### config.mk
export PLATFORM = sky130hd
export DESIGN_NAME = ldpc_dec_cnu
export DESIGN_NICKNAME = d
export VERILOG_FILES = /design/src/logic/ldpc_dec_const_pkg.sv /design/src/logic/ldpc_dec_types_pkg.sv /design/src/logic/ldpc_dec_ifs.sv /design/src/logic/ldpc_dec_cnode_update.sv /design/src/logic/ldpc_dec_cnu.sv /design/src/logic/ldpc_dec_ctrl.sv /design/src/logic/ldpc_dec_row_buffer.sv /design/src/logic/ldpc_dec_sort_engine.sv
export SDC_FILE = /design/constraint.sdc
export NUM_CORES = 1
export LEC_CHECK = 0
export BUFFER_PORTS_ARGS = -buffer_cell sky130_fd_sc_hd__buf_4
export CORE_ASPECT_RATIO = 1.5
export CORE_UTILIZATION = 40
export CTS_CLUSTER_DIAMETER = 150
export DETAILED_ROUTE_END_ITERATION = 10
export SLEW_MARGIN = 20
export SYNTH_ARGS = -nofsm -noshare
export SYNTH_HDL_FRONTEND = slang
export SYNTH_SLANG_ARGS = --single-unit
### constraint.sdc
create_clock -name iclk -period 3.05 [get_ports iclk]
set_input_delay 0.4575 -clock iclk [delete_from_list [all_inputs] [get_ports iclk]]
set_output_delay 0.4575 -clock iclk [all_outputs]
set_load 0.01 [all_outputs]
### src/logic/ldpc_dec_const_pkg.sv
//------------------------------
// ldpc decoder constants
// datapath widths and row limits
//------------------------------
`default_nettype none

package ldpc_dec_const_pkg;

  // llr width incl sign bit
  localparam int NODE_W  = 5;
  // magnitude after sign strip
  localparam int MAG_W   = NODE_W - 1;
  // largest row weight
  localparam int MAX_COL = 8;
  // column index width, fits MAX_COL
  localparam int COL_W   = 3;

endpackage

`default_nettype wire

### src/logic/ldpc_dec_types_pkg.sv
//------------------------------
// ldpc decoder shared types
// llr, magnitude and column types, sort result struct,
// controller states
//------------------------------
`default_nettype none

package ldpc_dec_types_pkg;
  import ldpc_dec_const_pkg::*;

  // signed variable-node llr
  typedef logic signed [NODE_W-1:0] node_t;

  // unsigned magnitude
  typedef logic [MAG_W-1:0] mag_t;

  // column index in row
  typedef logic [COL_W-1:0] col_t;

  // per-row min-sum result
  typedef struct packed {
    logic prod_sign;
    mag_t min1;
    mag_t min2;
    col_t min1_col;
  } vn_min_t;

  // check-node controller
  typedef enum logic [1:0] {IDLE, LOAD, SORT, EMIT} ctrl_state_t;

endpackage

`default_nettype wire

### src/logic/ldpc_dec_ifs.sv
//------------------------------
// ldpc decoder internal buses
// sort result bus and row buffer bus
//------------------------------
`timescale 1ns/1ns
`default_nettype none

// sort engine result, one pulse per row
interface sort_if
  import ldpc_dec_types_pkg::*;
();
  // one cycle ahead of res_val
  logic    b1_pre_val;
  logic    res_val;
  vn_min_t res;
  // last column index of the row
  col_t    num_m1;

  modport sorter (output b1_pre_val, res_val, res, num_m1);
  modport user   (input  b1_pre_val, res_val, res, num_m1);
endinterface

// sign store access and update handover
interface rowbuf_if
  import ldpc_dec_types_pkg::*;
();
  logic wr_en;
  col_t wr_col;
  logic wr_sign;
  col_t rd_col;
  logic rd_sign;
  // column handover to update stage
  logic upd_val;
  logic upd_ready;

  modport ctrl   (output wr_en, wr_col, rd_col, upd_val, input upd_ready);
  modport store  (input wr_en, wr_col, wr_sign, rd_col, output rd_sign);
  modport update (input rd_col, rd_sign, upd_val, output upd_ready);
endinterface

`default_nettype wire

### src/logic/ldpc_dec_cnode_update.sv
//------------------------------
// check-node update stage
// builds one check-to-variable message per column,
// single output register with valid/ready hold
//------------------------------
`timescale 1ns/1ns
`default_nettype none

module ldpc_dec_cnode_update
  import ldpc_dec_types_pkg::*;
(
  input  logic     iclk,
  input  logic     ireset,
  sort_if.user     sort,
  rowbuf_if.update rbuf,
  output logic     cn_valid,
  output logic     cn_sop,
  output logic     cn_eop,
  output col_t     cn_col,
  output node_t    cn_msg,
  input  logic     cn_ready
);

  mag_t  msg_mag;
  logic  msg_sign;
  node_t msg;
  logic  take;

  // free slot or slot draining this cycle
  assign rbuf.upd_ready = ~cn_valid | cn_ready;
  assign take           = rbuf.upd_val & rbuf.upd_ready;

  // min1 column gets min2, all others min1
  assign msg_mag  = (rbuf.rd_col == sort.res.min1_col) ? sort.res.min2 : sort.res.min1;
  // exclude own sign from product
  assign msg_sign = sort.res.prod_sign ^ rbuf.rd_sign;
  assign msg      = msg_sign ? -node_t'({1'b0, msg_mag}) : node_t'({1'b0, msg_mag});

  always_ff @(posedge iclk or posedge ireset) begin
    if (ireset) begin
      cn_valid <= 1'b0;
    end else if (take) begin
      cn_valid <= 1'b1;
    end else if (cn_ready) begin
      cn_valid <= 1'b0;
    end
  end

  // data holds until the next handover
  always_ff @(posedge iclk) begin
    if (take) begin
      cn_col <= rbuf.rd_col;
      cn_msg <= msg;
      cn_sop <= (rbuf.rd_col == '0);
      cn_eop <= (rbuf.rd_col == sort.num_m1);
    end
  end

endmodule

`default_nettype wire

### src/logic/ldpc_dec_cnu.sv
//------------------------------
// ldpc check-node unit, top level
// serial min-sum check node, one row in flight
//------------------------------
`timescale 1ns/1ns
`default_nettype none

module ldpc_dec_cnu
  import ldpc_dec_const_pkg::*, ldpc_dec_types_pkg::*;
#(
  parameter int pNORM_FACTOR = 6
) (
  input  logic  iclk,
  input  logic  ireset,
  input  logic  start,
  input  logic  vn_valid,
  output logic  vn_ready,
  input  logic  vn_sop,
  input  logic  vn_eop,
  input  logic  vn_mask,
  input  node_t vn_llr,
  output logic  cn_valid,
  input  logic  cn_ready,
  output logic  cn_sop,
  output logic  cn_eop,
  output col_t  cn_col,
  output node_t cn_msg,
  output logic  decfail
);

  logic beat_val;

  sort_if   sort_bus ();
  rowbuf_if rowbuf_bus ();

  // sort engine sees accepted beats only
  assign beat_val = vn_valid & vn_ready;
  // masked column stores sign 0
  assign rowbuf_bus.wr_sign = vn_llr[NODE_W-1] & ~vn_mask;

  ldpc_dec_ctrl i_ctrl (
    .iclk     (iclk),
    .ireset   (ireset),
    .vn_valid (vn_valid),
    .vn_sop   (vn_sop),
    .vn_eop   (vn_eop),
    .vn_ready (vn_ready),
    .sort     (sort_bus),
    .rbuf     (rowbuf_bus)
  );

  ldpc_dec_sort_engine #(
    .pNORM_FACTOR (pNORM_FACTOR)
  ) i_sort_engine (
    .iclk     (iclk),
    .ireset   (ireset),
    .start    (start),
    .beat_val (beat_val),
    .sop      (vn_sop),
    .eop      (vn_eop),
    .mask     (vn_mask),
    .llr      (vn_llr),
    .sort     (sort_bus),
    .decfail  (decfail)
  );

  ldpc_dec_row_buffer i_row_buffer (
    .iclk (iclk),
    .rbuf (rowbuf_bus)
  );

  ldpc_dec_cnode_update i_cnode_update (
    .iclk     (iclk),
    .ireset   (ireset),
    .sort     (sort_bus),
    .rbuf     (rowbuf_bus),
    .cn_valid (cn_valid),
    .cn_sop   (cn_sop),
    .cn_eop   (cn_eop),
    .cn_col   (cn_col),
    .cn_msg   (cn_msg),
    .cn_ready (cn_ready)
  );

endmodule

`default_nettype wire

### src/logic/ldpc_dec_ctrl.sv
//------------------------------
// check-node controller
// load, sort wait and emit sequencing,
// write and read column counters
//------------------------------
`timescale 1ns/1ns
`default_nettype none

module ldpc_dec_ctrl
  import ldpc_dec_types_pkg::*;
(
  input  logic   iclk,
  input  logic   ireset,
  input  logic   vn_valid,
  input  logic   vn_sop,
  input  logic   vn_eop,
  output logic   vn_ready,
  sort_if.user   sort,
  rowbuf_if.ctrl rbuf
);

  ctrl_state_t state;
  ctrl_state_t state_nxt;
  col_t        wr_cnt;
  col_t        rd_cnt;
  logic        beat;
  logic        handover;
  logic        emit_last;
  logic        leave_emit;

  assign beat       = vn_valid & vn_ready;
  assign handover   = rbuf.upd_val & rbuf.upd_ready;
  // eop beat gone or leaving on this edge
  assign leave_emit = (state == EMIT) & emit_last & rbuf.upd_ready;

  //------------------------------
  // next state
  //------------------------------
  always_comb begin
    state_nxt = state;
    case (state)
      IDLE: begin
        if (beat && vn_eop) begin
          state_nxt = SORT;
        end else if (beat && vn_sop) begin
          state_nxt = LOAD;
        end
      end
      LOAD: begin
        if (beat && vn_eop) begin
          state_nxt = SORT;
        end
      end
      SORT: begin
        // result lands on the same edge
        if (sort.b1_pre_val) begin
          state_nxt = EMIT;
        end
      end
      EMIT: begin
        if (leave_emit) begin
          state_nxt = LOAD;
        end
      end
      default: begin
        state_nxt = IDLE;
      end
    endcase
  end

  //------------------------------
  // state, ready and counters
  //------------------------------
  always_ff @(posedge iclk or posedge ireset) begin
    if (ireset) begin
      state     <= IDLE;
      vn_ready  <= 1'b0;
      wr_cnt    <= '0;
      rd_cnt    <= '0;
      emit_last <= 1'b0;
    end else begin
      state    <= state_nxt;
      // ready follows the state it will be in
      vn_ready <= (state_nxt == IDLE) || (state_nxt == LOAD);
      if (beat) begin
        wr_cnt <= vn_sop ? col_t'(1) : wr_cnt + 1'b1;
      end
      if (leave_emit) begin
        rd_cnt    <= '0;
        emit_last <= 1'b0;
      end else if (handover) begin
        rd_cnt <= rd_cnt + 1'b1;
        if (rd_cnt == sort.num_m1) begin
          emit_last <= 1'b1;
        end
      end
    end
  end

  //------------------------------
  // row buffer and update handover
  //------------------------------
  assign rbuf.wr_en   = beat;
  assign rbuf.wr_col  = vn_sop ? '0 : wr_cnt;
  assign rbuf.rd_col  = rd_cnt;
  // emit starts with res_val and runs until the last column is out
  assign rbuf.upd_val = (state == EMIT) & ~emit_last;

endmodule

`default_nettype wire

### src/logic/ldpc_dec_row_buffer.sv
//------------------------------
// check-node row buffer
// one sign bit per column of the current row
//------------------------------
`timescale 1ns/1ns
`default_nettype none

module ldpc_dec_row_buffer
  import ldpc_dec_const_pkg::*;
(
  input  logic    iclk,
  rowbuf_if.store rbuf
);

  // sign of each column, masked columns hold 0
  logic [MAX_COL-1:0] sign_q;

  //------------------------------
  // write port, load phase
  //------------------------------
  always_ff @(posedge iclk) begin
    if (rbuf.wr_en) begin
      sign_q[rbuf.wr_col] <= rbuf.wr_sign;
    end
  end

  //------------------------------
  // read port, emit phase
  //------------------------------
  // async read, same cycle as the handover
  assign rbuf.rd_sign = sign_q[rbuf.rd_col];

endmodule

`default_nettype wire

### src/logic/ldpc_dec_sort_engine.sv
//------------------------------
// check-node sort engine
// serial min1/min2/sign search over one row,
// normalized result and frame decode-fail flag
//------------------------------
`timescale 1ns/1ns
`default_nettype none

module ldpc_dec_sort_engine
  import ldpc_dec_const_pkg::*, ldpc_dec_types_pkg::*;
#(
  parameter int pNORM_FACTOR = 6
) (
  input  logic   iclk,
  input  logic   ireset,
  input  logic   start,
  input  logic   beat_val,
  input  logic   sop,
  input  logic   eop,
  input  logic   mask,
  input  node_t  llr,
  sort_if.sorter sort,
  output logic   decfail
);

  // m*F+4 needs 3 extra bits
  localparam int NORM_W = MAG_W + 3;

  logic [NODE_W-1:0] llr_abs;
  mag_t              in_mag;
  logic              s0_val;
  logic              s0_done;
  logic              s0_sop;
  logic              s0_sign;
  mag_t              s0_mag;
  col_t              s0_col;
  vn_min_t           acc;
  col_t              acc_num_m1;
  logic              s1_done;
  logic              lt_min1;
  logic              lt_min2;
  vn_min_t           s2_res;
  col_t              s2_num_m1;
  logic              s2_done;
  logic              s2_fail;

  // floor((m*F + 4) / 8), F in eighths
  function automatic mag_t normalize(input mag_t m);
    logic [NORM_W-1:0] prod;
    prod = NORM_W'(m) * NORM_W'(pNORM_FACTOR) + NORM_W'(4);
    // F = 0 leaves the magnitude alone
    if (pNORM_FACTOR == 0) begin
      return m;
    end
    return prod[NORM_W-1:3];
  endfunction

  //------------------------------
  // stage 0, abs and sign
  //------------------------------
  assign llr_abs = llr[NODE_W-1] ? NODE_W'(-llr) : NODE_W'(llr);
  // most negative llr saturates
  assign in_mag  = llr_abs[NODE_W-1] ? '1 : llr_abs[MAG_W-1:0];

  always_ff @(posedge iclk or posedge ireset) begin
    if (ireset) begin
      s0_val  <= 1'b0;
      s0_done <= 1'b0;
      s0_col  <= '0;
    end else begin
      s0_val  <= beat_val;
      s0_done <= beat_val & eop;
      if (beat_val) begin
        s0_col <= sop ? '0 : s0_col + 1'b1;
      end
    end
  end

  always_ff @(posedge iclk) begin
    if (beat_val) begin
      s0_sop  <= sop;
      // masked column is max magnitude, positive
      s0_sign <= mask ? 1'b0 : llr[NODE_W-1];
      s0_mag  <= mask ? '1 : in_mag;
    end
  end

  //------------------------------
  // stage 1, serial sort
  //------------------------------
  // strict compare keeps first tie as min1
  assign lt_min1 = s0_mag < acc.min1;
  assign lt_min2 = s0_mag < acc.min2;

  always_ff @(posedge iclk or posedge ireset) begin
    if (ireset) begin
      s1_done <= 1'b0;
    end else begin
      s1_done <= s0_done;
    end
  end

  always_ff @(posedge iclk) begin
    if (s0_val) begin
      acc_num_m1 <= s0_col;
      if (s0_sop) begin
        acc.prod_sign <= s0_sign;
        acc.min1      <= s0_mag;
        acc.min2      <= '1;
        acc.min1_col  <= s0_col;
      end else begin
        acc.prod_sign <= acc.prod_sign ^ s0_sign;
        if (lt_min1) begin
          acc.min1     <= s0_mag;
          acc.min1_col <= s0_col;
        end
        // old min1 drops to min2 on a new minimum
        if (lt_min2) begin
          acc.min2 <= lt_min1 ? acc.min1 : s0_mag;
        end
      end
    end
  end

  //------------------------------
  // stage 2, normalize and fail check
  //------------------------------
  always_ff @(posedge iclk or posedge ireset) begin
    if (ireset) begin
      s2_done <= 1'b0;
    end else begin
      s2_done <= s1_done;
    end
  end

  always_ff @(posedge iclk) begin
    if (s1_done) begin
      s2_res.prod_sign <= acc.prod_sign;
      s2_res.min1      <= normalize(acc.min1);
      s2_res.min2      <= normalize(acc.min2);
      s2_res.min1_col  <= acc.min1_col;
      s2_num_m1        <= acc_num_m1;
      // unsatisfied parity or raw min1 of 0..1
      s2_fail          <= acc.prod_sign | (acc.min1[MAG_W-1:1] == '0);
    end
  end

  // look-ahead for the controller
  assign sort.b1_pre_val = s2_done;

  //------------------------------
  // stage 3, result and frame flag
  //------------------------------
  always_ff @(posedge iclk or posedge ireset) begin
    if (ireset) begin
      sort.res_val <= 1'b0;
      decfail      <= 1'b0;
    end else begin
      sort.res_val <= s2_done;
      if (start) begin
        decfail <= 1'b0;
      end else if (s2_done) begin
        decfail <= decfail | s2_fail;
      end
    end
  end

  always_ff @(posedge iclk) begin
    if (s2_done) begin
      sort.res    <= s2_res;
      sort.num_m1 <= s2_num_m1;
    end
  end

endmodule

`default_nettype wire

==> flow_summary.ini <==
[logic_synthesis]
synthFlopType = edfxtp_1
synth-edff-count = 70
async_flop_share_pct = 21.3
yosysTopAreaCell = edfxtp_1
syn_area_per_cell_um2 = 13.3
synth_area_leaders = edfxtp_1, dfrtp_1, ha_1, xor2_1, nand2_1
syn-num-nets = 351
syn_inst = 311
ys_warn_count = 0
ys_seq_elements = 89
yosysTopAreaCellShare_pct = 51.0
ys_types = 43
ys_seq_area_share_pct = 62.5
synth_area_um2 = 4120

[grt]
first_global_vias = 2339
groute.usage.overall_pct = 13.5
grt_max_degree = 20
grt_pass1_wl_um = 10800
grt_overflow = 0
antenna_found_initial = 0

[final_layout]
final_cell_mix = edfxtp_1, nand2_1, buf_4
drive_above_1_share_pct = 13.8
final_cells = 466
area_delta_synth_final_pct = 15.3
diodes = 0
layout_commonest_cell = edfxtp_1
fin_util_pct = 47.2
design_area_um2 = 4750
finalNetCount = 384

[place]
hpwlAfterDp_um = 4710
place_area_um2 = 4430
place_inst = 450
io_buffers = 25
place_ws_ns = 0.652
gp_congestion = 0.760

[critical_path]
crit_fanout = 5
worst-path-buf-inv = 0
cp_data_required_time_ns = 3.13
crit_chain = ha_1, fa_1, ha_1, nand3_1, mux2_2, o21ai_0, nand4b_1
crit_family = adder cells
cp_slowest_cell = edfxtp_1
crit_type = reg2reg
critPathMostFrequentCell = ha_1
start_kind = register
worstPathArrival_ns = 2.49
slowest_delay_ns = 0.47
endpoint_kind = register

[sta]
worstMarginPinSlew_ns = 0.821
min_period_ns = 2.41
period_share_pct = 79.0
setup_viol = 0
grt_setup_unrepaired = false
hold_viol = 0
relSlewSlack_pct = 45.2
max_freq_ghz = 0.415
drv_slew = 0
worst_slack_ns = 0.639
holdWs_ns = 0.258
finClkSkew_ns = 0.00508
final.setup.tns_ns = 0

[drt]
dr.pass1.iters = 9
route.detailed.drc = 3
wl_um = 6400
ant_nets = 0
via_per_inst = 5.07
wl_per_cell_um = 13.7
vias = 2364
first_iter_violations = 140

[cts]
cts_made_buffers = 9
holdBufCountCts = 0
cts_resized = 0
clk_pin_slew_ns = 0.06
postCtsSetupBuffers = 0
clock_latency_ns = 0.34
htreeDepth = 3
root_buffer = clkbuf_16
clockBufferDepth = 2
cts_tree = done
clock_sinks = 89

[flow_run]
maxCapViolations = 0

[die]
core_um2 = 10100
die_width_um = 84.9
io_pins = 26
rows = 45
start_util_pct = 40.9
die_y_um = 126
die-area_um2 = 10700

[run_status]
failed_checks = design-rule violations
status = complete, but fails checks

[power]
fin_total_pwr_mw = 4.11
leakagePower_nw = 1.90
max-vdd-ir-drop_v = 0.000347
power_per_cell_area_nw_per_um2 = 865

[worst_hold_path]
hp-class = in2reg
## report_power, final
group / total, mW / internal (mW) / switching, mW
combinational: 1.01 / 0.475 / 0.539
sequential: 1.92 / 1.68 / 0.238
clock: 1.18 / 0.727 / 0.453
total: 4.11 / 2.88 / 1.23
## registers in the layout, indices dropped and copies added, names as in the netlist, 4 cells and up
signal                  flops
i_row_buffer.sign_q         8
i_sort_engine.sort.res     12
i_sort_engine.s0_mag        4
i_sort_engine.acc          12
i_sort_engine.s2_res       12
i_cnode_update.cn_msg       5
## worst paths after layout
check,from,to,slack (ns),depth (start not counted)
max reg2reg,i_sort_engine.acc[8],i_sort_engine.s2_res[10],0.64,7
max,i_sort_engine.acc[8],i_sort_engine.s2_res[10],0.64,7
max in group asynchronous,ireset,i_ctrl.rbuf.rd_col[0],2.26,2
min,start,i_sort_engine.decfail,0.26,2
min reg2reg,i_sort_engine.s0_done,i_sort_engine.s1_done,0.37,0
min in group asynchronous,ireset,i_sort_engine.s0_col[0],0.28,2
## logic make-up (layout without fill, tap and decap cells)
kind of cell	Yosys count	after routing	synth area share [%]
compound gates	45	45	6.95
xor+xnor	21	21	4.64
fa+ha+maj	27	27	8.56
buf+inv	28	66	2.91
flops	89	89	62.5
mux	15	15	4.28
simple gates	86	86	10.1
## area by class of cell
cell class / instances / area [um^2]
Tap cell: 117 / 146
Multi-Input combinational cell: 194 / 1430
Clock buffer: 11 / 233
Fill cell: 890 / 5320
Timing Repair Buffer: 26 / 195
Clock inverter: 5 / 87.6
Sequential cell: 89 / 2580
Inverter: 24 / 90.1
## synth_stat cells, types with 3 or more instances
master and number:
a21o_1 4, a21oi_1 10, dfrtp_1 19, edfxtp_1 70
ha_1 25, inv_1 24, mux2_1 4, mux2_2 3
mux2i_1 6, nand2_1 26, nand2b_1 6, nand3_1 7
nand3b_1 3, nor2_1 19, nor2b_1 7, nor3_1 8
o211ai_1 7, o21a_1 3, o21ai_0 10, xnor2_1 7
xor2_1 13
## routing by layer
layer / GRT usage [%] / share of wire (%)
met5: 0 / 0
met4: 7.18 / 2.6
met3: 4.49 / 3.5
met2: 24.7 / 54
met1: 13.5 / 40
No activity file was read; power rests on OpenSTA's default activity.
